File: src/hw/pipeStagePkg.sv
`default_nettype none

package pipeStagePkg;

    // stage registers after fetch
    localparam int numStages = 7;

    // bit position of each stage in the control vectors
    localparam int stF2 = 0;
    localparam int stD  = 1;
    localparam int stI  = 2;
    localparam int stE  = 3;
    localparam int stM  = 4;
    localparam int stM2 = 5;
    localparam int stW  = 6;

    // one bit per stage, used for stall and flush
    typedef logic [numStages-1:0] stageVec_t;

endpackage

`default_nettype wire

File: src/hw/fetchPkg.sv
`default_nettype none

package fetchPkg;

    // byte address width of the program counter
    localparam int pcWidth = 32;

    typedef logic [pcWidth-1:0] pc_t;

endpackage

`default_nettype wire

File: src/hw/fetchUnit.sv
`timescale 1ns/1ps
`default_nettype none

module fetchUnit
    import fetchPkg::*;
#(
    parameter pc_t resetPc   = 32'h0000_1000,
    parameter pc_t excVector = 32'h0000_0100,
    parameter pc_t pcStep    = 32'd4
) (
    input  wire logic clk,
    input  wire logic reset,
    input  wire logic stallF,
    input  wire logic excRedirect,
    input  wire logic jrRedirect,
    input  wire pc_t  jrTarget,
    output pc_t       fetchPc
);

    logic pendValid;
    pc_t  pendTarget;
    pc_t  redirectTarget;

    // exception target wins, the hazard unit never raises both
    assign redirectTarget = excRedirect ? excVector : jrTarget;

    always_ff @(posedge clk) begin
        if (reset) begin
            fetchPc   <= resetPc;
            pendValid <= 1'b0;
        end else if (excRedirect || jrRedirect) begin
            if (stallF) begin
                // icache busy, remember where to go
                pendValid <= 1'b1;
            end else begin
                fetchPc   <= redirectTarget;
                pendValid <= 1'b0;
            end
        end else if (!stallF) begin
            if (pendValid) begin
                fetchPc   <= pendTarget;
                pendValid <= 1'b0;
            end else begin
                fetchPc <= fetchPc + pcStep;
            end
        end
    end

    // payload only, qualified by pendValid
    always_ff @(posedge clk) begin
        if ((excRedirect || jrRedirect) && stallF) begin
            pendTarget <= redirectTarget;
        end
    end

    // a remembered redirect must be consumed before another one shows up
    assert property (@(posedge clk) disable iff (reset)
        !(pendValid && !stallF && (excRedirect || jrRedirect)))
        else $error("fetchUnit: redirect collides with a pending redirect");

endmodule

`default_nettype wire

File: src/hw/pipeStage.sv
`timescale 1ns/1ps
`default_nettype none

module pipeStage
    import fetchPkg::*;
(
    input  wire logic clk,
    input  wire logic reset,
    input  wire logic stall,
    input  wire logic flush,
    input  wire logic prevStall,
    input  wire logic inValid,
    input  wire pc_t  inPc,
    output logic      outValid,
    output pc_t       outPc
);

    // flush beats stall, a stalled predecessor sends a bubble
    always_ff @(posedge clk) begin
        if (reset) begin
            outValid <= 1'b0;
        end else if (flush) begin
            outValid <= 1'b0;
        end else if (!stall) begin
            outValid <= prevStall ? 1'b0 : inValid;
        end
    end

    // pc rides along without reset, valid bit qualifies it
    always_ff @(posedge clk) begin
        if (!stall && !prevStall) begin
            outPc <= inPc;
        end
    end

    // hazard rules keep these exclusive per stage
    assert property (@(posedge clk) disable iff (reset) !(stall && flush))
        else $error("pipeStage: stall and flush both high");

endmodule

`default_nettype wire

File: src/hw/hazardUnit.sv
`timescale 1ns/1ps
`default_nettype none

module hazardUnit
    import pipeStagePkg::*;
(
    input  wire logic clk,
    input  wire logic reset,
    input  wire logic iWait,
    input  wire logic dWait,
    input  wire logic eWait,
    input  wire logic overflowI,
    input  wire logic jrI,
    input  wire logic excpM,
    input  wire logic excpW,
    output logic      stallF,
    output stageVec_t stall,
    output stageVec_t flush,
    output logic      excRedirect,
    output logic      jrRedirect
);

    // redirects that met an icache wait
    logic excIwait;
    logic jrIwait;
    logic excIwaitNext;
    logic jrIwaitNext;

    always_ff @(posedge clk) begin
        if (reset) begin
            excIwait <= 1'b0;
            jrIwait  <= 1'b0;
        end else begin
            excIwait <= excIwaitNext;
            jrIwait  <= jrIwaitNext;
        end
    end

    always_comb begin
        stallF       = 1'b0;
        stall        = '0;
        flush        = '0;
        excRedirect  = 1'b0;
        jrRedirect   = 1'b0;
        excIwaitNext = excIwait;
        jrIwaitNext  = jrIwait;

        if (excpM || excpW) begin
            // kill everything younger than the faulting instruction
            flush[stF2] = 1'b1;
            flush[stD]  = 1'b1;
            flush[stI]  = 1'b1;
            flush[stE]  = 1'b1;
            flush[stM]  = 1'b1;
            if (excpW) begin
                flush[stM2] = 1'b1;
                flush[stW]  = 1'b1;
            end
            excRedirect = 1'b1;
            if (iWait) begin
                stallF       = 1'b1;
                excIwaitNext = 1'b1;
            end
        end else if (dWait) begin
            // freeze fetch through M2 while W drains
            stallF      = 1'b1;
            stall[stF2] = 1'b1;
            stall[stD]  = 1'b1;
            stall[stI]  = 1'b1;
            stall[stE]  = 1'b1;
            stall[stM]  = 1'b1;
            stall[stM2] = 1'b1;
        end else if (eWait) begin
            // E holds and M gets a bubble
            stallF      = 1'b1;
            stall[stF2] = 1'b1;
            stall[stD]  = 1'b1;
            stall[stI]  = 1'b1;
            stall[stE]  = 1'b1;
            flush[stM]  = 1'b1;
        end else if (jrI) begin
            flush[stF2] = 1'b1;
            flush[stD]  = 1'b1;
            flush[stI]  = 1'b1;
            jrRedirect  = 1'b1;
            if (iWait) begin
                stallF      = 1'b1;
                jrIwaitNext = 1'b1;
            end
        end else if (overflowI) begin
            stallF      = 1'b1;
            stall[stF2] = 1'b1;
            stall[stD]  = 1'b1;
            stall[stI]  = 1'b1;
        end else if (iWait) begin
            // nothing valid comes out of the icache yet
            stallF      = 1'b1;
            flush[stF2] = 1'b1;
        end

        // drop what was fetched before the redirect landed
        if (!stallF && excIwait) begin
            flush[stF2]  = 1'b1;
            flush[stD]   = 1'b1;
            excIwaitNext = 1'b0;
        end
        if (!stallF && jrIwait) begin
            flush[stF2] = 1'b1;
            flush[stD]  = 1'b1;
            jrIwaitNext = 1'b0;
        end
    end

    // at most one redirect parked behind the icache
    assert property (@(posedge clk) disable iff (reset) !(excIwait && jrIwait))
        else $error("hazardUnit: two redirects parked behind the icache");

endmodule

`default_nettype wire

File: src/hw/retireUnit.sv
`timescale 1ns/1ps
`default_nettype none

module retireUnit
    import fetchPkg::*;
#(
    parameter int countWidth = 16
) (
    input  wire logic        clk,
    input  wire logic        reset,
    input  wire logic        wValid,
    input  wire pc_t         wPc,
    output logic             retireValid,
    output pc_t              retirePc,
    output logic [countWidth-1:0] retireCount
);

    // one-cycle strobe per token leaving W
    always_ff @(posedge clk) begin
        if (reset) begin
            retireValid <= 1'b0;
        end else begin
            retireValid <= wValid;
        end
    end

    always_ff @(posedge clk) begin
        if (wValid) begin
            retirePc <= wPc;
        end
    end

    // counts the strobe and trails retireValid by one edge
    always_ff @(posedge clk) begin
        if (reset) begin
            retireCount <= '0;
        end else if (retireValid) begin
            retireCount <= retireCount + 1'b1;
        end
    end

    // a valid token in W always carries a known pc
    assert property (@(posedge clk) disable iff (reset) wValid |-> !$isunknown(wPc))
        else $error("retireUnit: W holds a valid token with an unknown pc");

endmodule

`default_nettype wire

File: src/hw/pipeCtrlTop.sv
`timescale 1ns/1ps
`default_nettype none

module pipeCtrlTop
    import pipeStagePkg::*;
    import fetchPkg::*;
#(
    parameter pc_t resetPc    = 32'h0000_1000,
    parameter pc_t excVector  = 32'h0000_0100,
    parameter pc_t pcStep     = 32'd4,
    parameter int  countWidth = 16
) (
    input  wire logic clk,
    input  wire logic reset,
    input  wire logic iWait,
    input  wire logic dWait,
    input  wire logic eWait,
    input  wire logic overflowI,
    input  wire logic jrI,
    input  wire pc_t  jrTarget,
    input  wire logic excpM,
    input  wire logic excpW,
    output logic      retireValid,
    output pc_t       retirePc,
    output logic [countWidth-1:0] retireCount
);

    logic      stallF;
    stageVec_t stall;
    stageVec_t flush;
    logic      excRedirect;
    logic      jrRedirect;

    // index 0 is the fetch token, index k+1 is the output of stage k
    logic [numStages:0] chainValid;
    pc_t                chainPc [numStages+1];
    // stall seen by each stage's predecessor
    logic [numStages-1:0] prevStall;

    // fetch always hands out a valid token
    assign chainValid[0] = 1'b1;
    assign prevStall     = {stall[numStages-2:0], stallF};

    fetchUnit #(
        .resetPc  (resetPc),
        .excVector(excVector),
        .pcStep   (pcStep)
    ) fetchUnit_i (
        .clk        (clk),
        .reset      (reset),
        .stallF     (stallF),
        .excRedirect(excRedirect),
        .jrRedirect (jrRedirect),
        .jrTarget   (jrTarget),
        .fetchPc    (chainPc[0])
    );

    hazardUnit hazardUnit_i (
        .clk        (clk),
        .reset      (reset),
        .iWait      (iWait),
        .dWait      (dWait),
        .eWait      (eWait),
        .overflowI  (overflowI),
        .jrI        (jrI),
        .excpM      (excpM),
        .excpW      (excpW),
        .stallF     (stallF),
        .stall      (stall),
        .flush      (flush),
        .excRedirect(excRedirect),
        .jrRedirect (jrRedirect)
    );

    // F2, D, I, E, M, M2, W
    for (genvar k = 0; k < numStages; k++) begin : gStage
        pipeStage pipeStage_i (
            .clk      (clk),
            .reset    (reset),
            .stall    (stall[k]),
            .flush    (flush[k]),
            .prevStall(prevStall[k]),
            .inValid  (chainValid[k]),
            .inPc     (chainPc[k]),
            .outValid (chainValid[k+1]),
            .outPc    (chainPc[k+1])
        );
    end

    retireUnit #(
        .countWidth(countWidth)
    ) retireUnit_i (
        .clk        (clk),
        .reset      (reset),
        .wValid     (chainValid[numStages]),
        .wPc        (chainPc[numStages]),
        .retireValid(retireValid),
        .retirePc   (retirePc),
        .retireCount(retireCount)
    );

endmodule

`default_nettype wire

File: config.mk
export PLATFORM = sky130hd
export DESIGN_NAME = pipeCtrlTop
export DESIGN_NICKNAME = d
export VERILOG_FILES = /design/src/hw/pipeStagePkg.sv /design/src/hw/fetchPkg.sv /design/src/hw/fetchUnit.sv /design/src/hw/pipeStage.sv /design/src/hw/hazardUnit.sv /design/src/hw/retireUnit.sv /design/src/hw/pipeCtrlTop.sv
export SDC_FILE = /design/constraint.sdc
export NUM_CORES = 1
export LEC_CHECK = 0
export BUFFER_PORTS_ARGS = -buffer_cell sky130_fd_sc_hd__buf_2
export CAP_MARGIN = 20
export CORE_MARGIN = 1
export CORE_UTILIZATION = 55
export CTS_BUF_LIST = sky130_fd_sc_hd__clkbuf_8
export CTS_CLUSTER_DIAMETER = 50
export DETAILED_ROUTE_END_ITERATION = 8
export GPL_TIMING_DRIVEN = 1
export PLACE_DENSITY = 0.82
export SLEW_MARGIN = 5
export SYNTH_ARGS = -nofsm -noshare
export SYNTH_HDL_FRONTEND = slang
export SYNTH_SLANG_ARGS = --single-unit
File: constraint.sdc
create_clock -name clk -period 4.71 [get_ports clk]
set_input_delay 0.2355 -clock clk [delete_from_list [all_inputs] [get_ports clk]]
set_output_delay 0.2355 -clock clk [all_outputs]
set_load 0.005 [all_outputs]
# After elaboration in Yosys (flattened, before gate mapping)

Cells that the tools add are included.

Bits in registers: 347
Bits in latches: 0
Bits in writable memories: 0
ROM bits: 0
Bits of input ports: 41
Memories kept: 0

Add/sub/neg operators: 2
Multiply operators: 0
Div/mod/pow operators: 0
Order comparisons: 0
Eq/ne operators: 1
Shift-type cells: 0
Mux-type cells: 44
Bitwise logic cells: 3
Reduce and logical (&&, ||, !) cells: 29

Operators by type and width:

| kind                                           | number |
|---|---|
| 2-to-1 mux 32 bit                              | 5 |
| adder 32 x 3 -> 32 bit (second input constant) | 1 |
| 2-to-1 mux 1 bit                               | 25 |
| 2-to-1 mux 3 bit                               | 6 |
| adder 16 x 1 -> 16 bit (second input constant) | 1 |
| OR reduction 2 bit                             | 8 |
| 2-to-1 mux 2 bit                               | 6 |
| logical AND 1 bit                              | 9 |
| zero test 1 bit                                | 7 |
| 2-to-1 mux 6 bit                               | 1 |
| AND reduction 5 bit                            | 1 |
| 2-to-1 mux 4 bit                               | 1 |
| NOT 1 bit                                      | 3 |
| OR reduction 3 bit                             | 1 |
| logical OR 1 bit                               | 2 |
| != test 2 bit (second input constant)          | 1 |
| AND reduction 2 bit                            | 1 |

# Logic depth before layout (Yosys ltp)

Gate-level depths: netlist of the first run.

Depth in word-level cells: 11
Depth in mapped cells: 8

# Modules after synthesis

From an unflattened synthesis of the first run, not the netlist that was laid out.

Cells, all modules: 827
Area total of the unflattened synthesis: 12768.5 um^2

By module, submodules not included:

| module      | times used | cells each | area each (um^2) | seq. area each (um^2) |
|---|---|---|---|---|
| pipeStage   | 7          | 37         | 1009.7           | 980.9 |
| fetchUnit   | 1          | 418        | 3732.3           | 1621.6 |
| retireUnit  | 1          | 114        | 1725.4           | 1301.2 |
| hazardUnit  | 1          | 35         | 239.0            | 40.0 |
| pipeCtrlTop | 1          | 1          | 3.8              | 0.0 |

# Worst setup path after synthesis of the first run

No wires, ideal clock.

Path kind: in2reg
Start: input port dWait
End: register fetchUnit_i.pendTarget[0], enable pin
Arrival: 2.341 ns
Required time: 4.289 ns
Setup slack: 1.948 ns
Stages on the path: 4
Buffers on the path: 1
Cell sequence: nor3b_1 -> clkbuf_1 -> nor2_1 -> nor2_1

Word-level cells in the longest chain between the ends: 4
Elaborated cells on any way between the ends: 6

RTL lines:

| what                   | line              | source |
|---|---|---|
| start: declaration     | pipeCtrlTop.sv:16 | `input wire logic dWait,` |
| 2-to-1 mux 1 bit       | hazardUnit.sv:64  | `end else if (dWait) begin` |
| 2-to-1 mux 1 bit       | hazardUnit.sv:48  | `if (excpM \|\| excpW) begin` |
| logical OR 1 bit       | fetchUnit.sv:51   | `if ((excRedirect \|\| jrRedirect) && stallF) begin` |
| logical AND 1 bit (*)  | fetchUnit.sv:51   |  |
| end signal: assignment | fetchUnit.sv:52   | `pendTarget <= redirectTarget;` |
| end: declaration       | fetchUnit.sv:21   | `pc_t pendTarget;` |

Every way passes the cells marked *; elsewhere a longest branch is shown, timed or not.
A chain may end at the register's enable or synchronous reset.

# Final worst setup path of the first run

Start: input port excpM
End: register fetchUnit_i.fetchPc[23]

Word-level cells in the longest chain between the ends: 5
Elaborated cells on any way between the ends: 8

RTL lines:

| what                   | line              | source |
|---|---|---|
| start: declaration     | pipeCtrlTop.sv:21 | `input wire logic excpM,` |
| logical OR 1 bit (*)   | hazardUnit.sv:48  |  |
| 2-to-1 mux 1 bit       | hazardUnit.sv:48  |  |
| 2-to-1 mux 32 bit      | fetchUnit.sv:25   | `assign redirectTarget = excRedirect ? excVector : jrTarget;` |
| 2-to-1 mux 32 bit      | fetchUnit.sv:32   | `if (stallF) begin` |
| 2-to-1 mux 32 bit      | fetchUnit.sv:31   | `end else if (excRedirect \|\| jrRedirect) begin` |
| end signal: assignment | fetchUnit.sv:29   | `fetchPc <= resetPc;` |
| end signal: assignment | fetchUnit.sv:36   | `fetchPc <= redirectTarget;` |
| end signal: assignment | fetchUnit.sv:41   | `fetchPc <= pendTarget;` |
| end: declaration       | fetchUnit.sv:17   | `output pc_t fetchPc` |

Every way passes the cells marked *; elsewhere a longest branch is shown, timed or not. The select of a mux whose other input is x is not followed.

==> results of run 1 <==
-- cells by family after synthesis --
logic type	Yosys count	synth area share [%]
adder cells (fa/ha/maj)	2	0.201
AND/OR/NAND/NOR	247	10.5
buffers and inverters	48	1.52
flip-flops	347	79.1
multiplexers	7	0.564
XOR/XNOR	23	1.62
AO/OA/AOI/OAI	129	6.57
-- cells in the final DEF (no fill, tap or decap), types with 3 or more instances in the layout --
cell           Yosys  layout
a211oi_1           3       3
a21oi_1           43      43
a311oi_1           6       6
a31oi_1            7       7
and2_1            34      34
and3_1            11      11
buf_2              6      89
buf_4              0      12
clkbuf_8           0      53
clkinv_1           0      10
clkinv_2           0       7
dfxtp_1           59      59
dlygate4sd3_1      0      34
edfxtp_1         288     288
inv_1             11      26
inv_2              2       3
mux2i_1            7       7
nand2_1           50      49
nand3_1           29      29
nand4_1           19      19
nor2_1            44      43
nor3_1            21      21
nor4_1             9       9
o2111ai_1          3       3
o211ai_1           3       3
o21a_1             4       4
o21ai_0           33      33
o31ai_1            3       3
o32ai_1            4       4
or3_1              8       8
xnor2_1            7       7
xor2_1            16      16
-- state kept, by name (all words and copies together), names as in the netlist --
signal and flops:
fetchUnit_i.fetchPc 32, retireUnit_i.retirePc 32, hazardUnit_i.excIwait 1, retireUnit_i.retireCount 16, gStage.pipeStage_i.outValid 7, hazardUnit_i.jrIwait 1
fetchUnit_i.pendTarget 32, retireUnit_i.retireValid 1, fetchUnit_i.pendValid 1, gStage.pipeStage_i.outPc 224
-- final cells by class --
cell class,count,area [µm²],area share (%)
Timing Repair Buffer,136,896,6.17
Tap cell,280,350,2.41
Clock buffer,53,729,5.02
Multi-Input combinational cell,408,2430,16.7
Clock inverter,39,241,1.66
Inverter,13,48.8,0.336
Sequential cell,347,9830,67.7
-- metrics by stage --
| step | instances | util [%] | worst slack, ns | total power (µW) |
|---|---|---|---|---|
| after floorplan | 803 | - | 1.95 | 3840 |
| after global placement | 1150 | 60.0 | 2.02 | 3910 |
| after detailed placement | 1150 | 60.0 | 1.89 | 3930 |
| after CTS | 1276 | 65.9 | 2.12 | 6200 |
| after global routing | 1276 | 65.9 | 1.93 | 6370 |
| final | 1276 | 65.9 | 2.07 | 6140 |
-- worst min-delay path by stage --
stage	endpoint	from	slack, ns	cells past startpoint
4_1_cts	fetchUnit_i.pendTarget[24]$_DFFE_PP_	jrTarget[24]	0.01	2
6_report	fetchUnit_i.pendTarget[24]$_DFFE_PP_	jrTarget[24]	0.06	2
5_1_grt	fetchUnit_i.pendTarget[24]$_DFFE_PP_	jrTarget[24]	0.03	2
3_5_place_dp	gStage[1].pipeStage_i.outPc[12]$_DFFE_PN_	gStage[0].pipeStage_i.outPc[12]$_DFFE_PP_	0.40	0
2_1_floorplan	gStage[5].pipeStage_i.outValid$_SDFFE_PP0N_	excpW	0.31	1
3_3_place_gp	gStage[5].pipeStage_i.outPc[8]$_DFFE_PN_	gStage[4].pipeStage_i.outPc[8]$_DFFE_PP_	0.40	0
-- metal layers --
layer / track usage [%] / wire, µm / vias up
met5: 0 / 0 / -
met4: 9.62 / 607 / 0
met3: 4.12 / 1440 / 46
met2: 30.4 / 10000 / 275
met1: 24.1 / 9190 / 3354
li1: - / - / 3379
-- critical path: stages --
cell	delay, ns
dlygate4sd3_1	0.57
buf_2	0.15
nor2_2	0.10
o21a_2	0.25
inv_2	0.06
nand2_2	0.43
inv_2	0.49
buf_12	0.31
and3_1	0.17
a221o_1	0.30
-- power by group --
part	switching [µW]	total, µW	internal, µW
registers	69.3	3670	3600
logic	148	227	79.9
clock network	1070	2240	1170
total	1290	6140	4850
-- timing repair --
item | 4_1_cts | 5_1_grt
setup buffers | 0 | 0
hold buffers | 34 | 0
hold endpoints to repair | 36 | 0
==> impl_metrics.ini, run 1 <==
[run_status]
status = complete, but fails checks
violations = design-rule violations

[worst_setup_path]
r2r_slack_ns = 2.28
critPathMaxFanout = 43
cp-start-kind = input pin
critPathRequiredTime_ns = 5.17
endpoint = fetchUnit_i.fetchPc[23]$_SDFFE_PP0N_
arrival_ns = 3.09
rr_worst_depth = 6
end_kind = flip-flop
rr_endpoint = fetchUnit_i.fetchPc[30]$_SDFFE_PP0N_
r2r_start = fetchUnit_i.fetchPc[2]$_SDFFE_PP0N_
startpoint = excpM
criticalPathCategory = in2reg

[sta]
final.min_clock_period_ns = 2.64
setup_viol = 0
clock_skew_ns = 0.0181
timing.slew.headroom_pct = 34.0
worst_pin_slew_ns = 0.982
finalSetupTns_ns = 0
hold_violations = 0
whs_ns = 0.0584
max_freq_mhz = 379
final-max-slew-violation-count = 0
period_share_pct = 56.0
rsz0062_at_grt = no

[clock_network]
clk_latency_ns = 0.57
cts_resized = 0
cts_buffers = 52
htreeDepth = 2
cts_tree = yes
clockBufferDepth = 3
clk_pin_slew_ns = 0.06
cts_root_buf = clkbuf_8
cts.sinks = 347

[global_route]
grt_pass1_wl_mm = 34.5
overflow = 0
antenna_found_initial = 0
grt_pass1_vias = 7092
grt_usage_pct = 18.8
grt_max_degree = 58

[drt]
wl_per_cell_um = 16.7
viasPerCell = 5.53
wl_mm = 21.3
detail-route-antenna-nets = 0
routed-via-count = 7054
dr.pass1.iters = 7
drc = 5
drtIter0Drc = 519

[synthesis]
syn_inst = 803
synthArstFlopShare_pct = 0
yosysSeqAreaShare_pct = 79.1
syn_area_per_cell_um2 = 15.5
yosys_warnings = 0
ys_ff_latch = 347
syn_nets = 846
synth.most_common_cell = edfxtp_1
syn_area_mm2 = 0.0124
synthTopCellsByArea = edfxtp_1 70%, dfxtp_1 9.5%, a21oi_1 1.7%, and2_1 1.7%, nand2_1 1.5%
synth_common_cells = 288 x edfxtp_1, 59 x dfxtp_1, 50 x nand2_1, 44 x nor2_1, 43 x a21oi_1
yosysTopAreaCell = edfxtp_1
synthFlopType = edfxtp_1
ys_types = 61
synth_enable_flop_cells = 288
synth_top_area_share_pct = 69.6

[floorplanning]
ios = 90
die_w_um = 152
die_area_mm2 = 0.0232
floorplan.initialDensity_pct = 56.5
die_h_um = 152
num_rows = 54
core-area_mm2 = 0.0220

[cells_and_area]
area_growth_syn_to_layout_pct = 16.8
drive_gt1_share_pct = 18.9
nNetsFinal = 1001
final_cell_area_mm2 = 0.0145
fillers = 1495
antenna_cells = 0

[placed_design]
port_buffers = 89
postPlaceCellArea_mm2 = 0.0132
gp_congestion = 0.882
hpwl_mm = 12.8

[power_and_ir_drop]
pwr_density_cell_mw_per_mm2 = 422
leakage_uw = 0.00526
peakVddDrop_uv = 222

[job]
drv_cap = 0

[hold_path]
hold_path_class = in2reg
No activity file was read; power rests on OpenSTA's default activity.
==> inputs of run 2 (changes only) <==
==> constraint.sdc (replaced) <==
create_clock -name clk -period 2.6 [get_ports clk]
set_input_delay 0.13 -clock clk [delete_from_list [all_inputs] [get_ports clk]]
set_output_delay 0.13 -clock clk [all_outputs]
set_load 0.005 [all_outputs]
==> impl_metrics.ini, run 2 (same netlist as run 1, synthesis figures left out) <==
[drt]
wl_mm = 21.7
dr.pass1.iters = 9
drtIter0Drc = 586
wl_met2_mm = 10.3
wl_per_cell_um = 16.7
met1_length_mm = 9.18
detail-route-antenna-nets = 0
drc = 4
routed-via-count = 7112
top_signal_layer_used = met4
met3_length_mm = 1.56
viasPerCell = 5.50

[sta]
final-max-slew-violation-count = 0
timing.slew.headroom_pct = 49.0
worst_pin_slew_ns = 0.765
setup_viol = 0
period_share_pct = 87.2
finalSetupTns_ns = 0
final.min_clock_period_ns = 2.27
clock_skew_ns = 0.0399
rsz0062_at_grt = no
max_freq_mhz = 441
worst_slack_ns = 0.334
hold_violations = 0

[run_status]
status = complete, but fails checks
violations = design-rule violations

[power_and_ir_drop]
peakVddDrop_uv = 472
power_uw = 11300
leakage_uw = 0.00536
pwr_density_cell_mw_per_mm2 = 768

[floorplanning]
core-area_mm2 = 0.0220
num_rows = 54
die_h_um = 152
die_area_mm2 = 0.0232
ios = 90
floorplan.initialDensity_pct = 56.5
die_w_um = 152

[worst_setup_path]
critPathMaxFanout = 7
cp-start-kind = flip-flop
arrival_ns = 2.71
critPathRequiredTime_ns = 3.04
criticalPathCategory = reg2reg
cp_cell_sequence = ha_1, nand3_2, or3_1, or4_1, o221a_1
end_kind = flip-flop
slowest_delay_ns = 0.57
crit_path_top_delay_cell = or4_1

[clock_network]
clk_latency_ns = 0.58
cts_resized = 0
cts_root_buf = clkbuf_8
htreeDepth = 2
cts_hold_buf = 38
cts_buffers = 51
cts_tree = yes
cts.sinks = 347
clk_pin_slew_ns = 0.07
postCtsSetupBuffers = 0
clockBufferDepth = 3

[cells_and_area]
layout_commonest_cell = edfxtp_1
antenna_cells = 0
layout_common_cells = 288 x edfxtp_1, 89 x buf_2, 59 x dfxtp_1
area_growth_syn_to_layout_pct = 18.1
drive_gt1_share_pct = 19.7
fin_util_pct = 66.7
top_register = gStage.pipeStage_i.outPc
nNetsFinal = 1014
largest_register_ffs = 224
fillers = 1514

[placed_design]
gp_congestion = 0.889
pre_cts_ws_ns = 0.392
port_buffers = 89
hpwl_mm = 13.5

[global_route]
grt_pass1_vias = 6981
grt_usage_pct = 19.2
antenna_found_initial = 0
grt_max_degree = 65
overflow = 0
grt_pass1_wl_mm = 35.3

[job]
drv_cap = 0

[hold_path]
hold_path_class = in2reg
run 2: cell type report:
class                           instances  area [µm²]  share of cell area (%)
Sequential cell                       347        9830                    66.9
Multi-Input combinational cell        408        2430                    16.5
Timing Repair Buffer                  150        1020                    6.97
Clock buffer                           53         729                    4.97
Tap cell                              280         350                    2.39
Clock inverter                         43         278                    1.89
Inverter                               13        48.8                   0.332
run 2: path summary, 6_finish.rpt:
kind                                            startpoint                                       end  slack, ns  cells after the start
setup / recovery       fetchUnit_i.fetchPc[2]$_SDFFE_PP0N_      fetchUnit_i.fetchPc[28]$_SDFFE_PP0N_       0.33                      5
hold / removal                                         jrI      fetchUnit_i.fetchPc[18]$_SDFFE_PP0N_       0.03                      4
hold reg to reg   gStage[5].pipeStage_i.outPc[0]$_DFFE_PN_  gStage[6].pipeStage_i.outPc[0]$_DFFE_PN_       0.41                      0
setup reg to reg       fetchUnit_i.fetchPc[2]$_SDFFE_PP0N_      fetchUnit_i.fetchPc[28]$_SDFFE_PP0N_       0.33                      5
run 2: metrics by stage:
stage | instance area (µm²) | std cells | hold WS [ns]
2_1_floorplan | 12400 | 803 | 0.209
3_3_place_gp | 13300 | 1160 | 0.400
3_5_place_dp | 13300 | 1160 | 0.405
4_1_cts | 14700 | 1294 | 0.0105
5_1_grt | 14700 | 1294 | 0.0660
6_report | 14700 | 1294 | 0.0307
run 2: routing by layer:
metal  up-vias  GRT usage (%)
met5         -              0
met4         0           8.79
met3        50           3.67
met2       314           31.3
met1      3343           25.3
li1       3405              -
run 2: critical path: cells and delay by family (launching register included):
family | cells | cell delay [ns]
flip-flops | 1 | 0.43
AO/OA/AOI/OAI | 1 | 0.22
AND/OR/NAND/NOR | 3 | 1.23
adder cells (fa/ha/maj) | 1 | 0.25
run 2: power by group:
part	total [µW]	leakage, µW	internal, µW	switching [µW]
combinational	429	0.00139	159	270
sequential	6640	0.00339	6520	126
clock	4200	0.000583	2220	1980
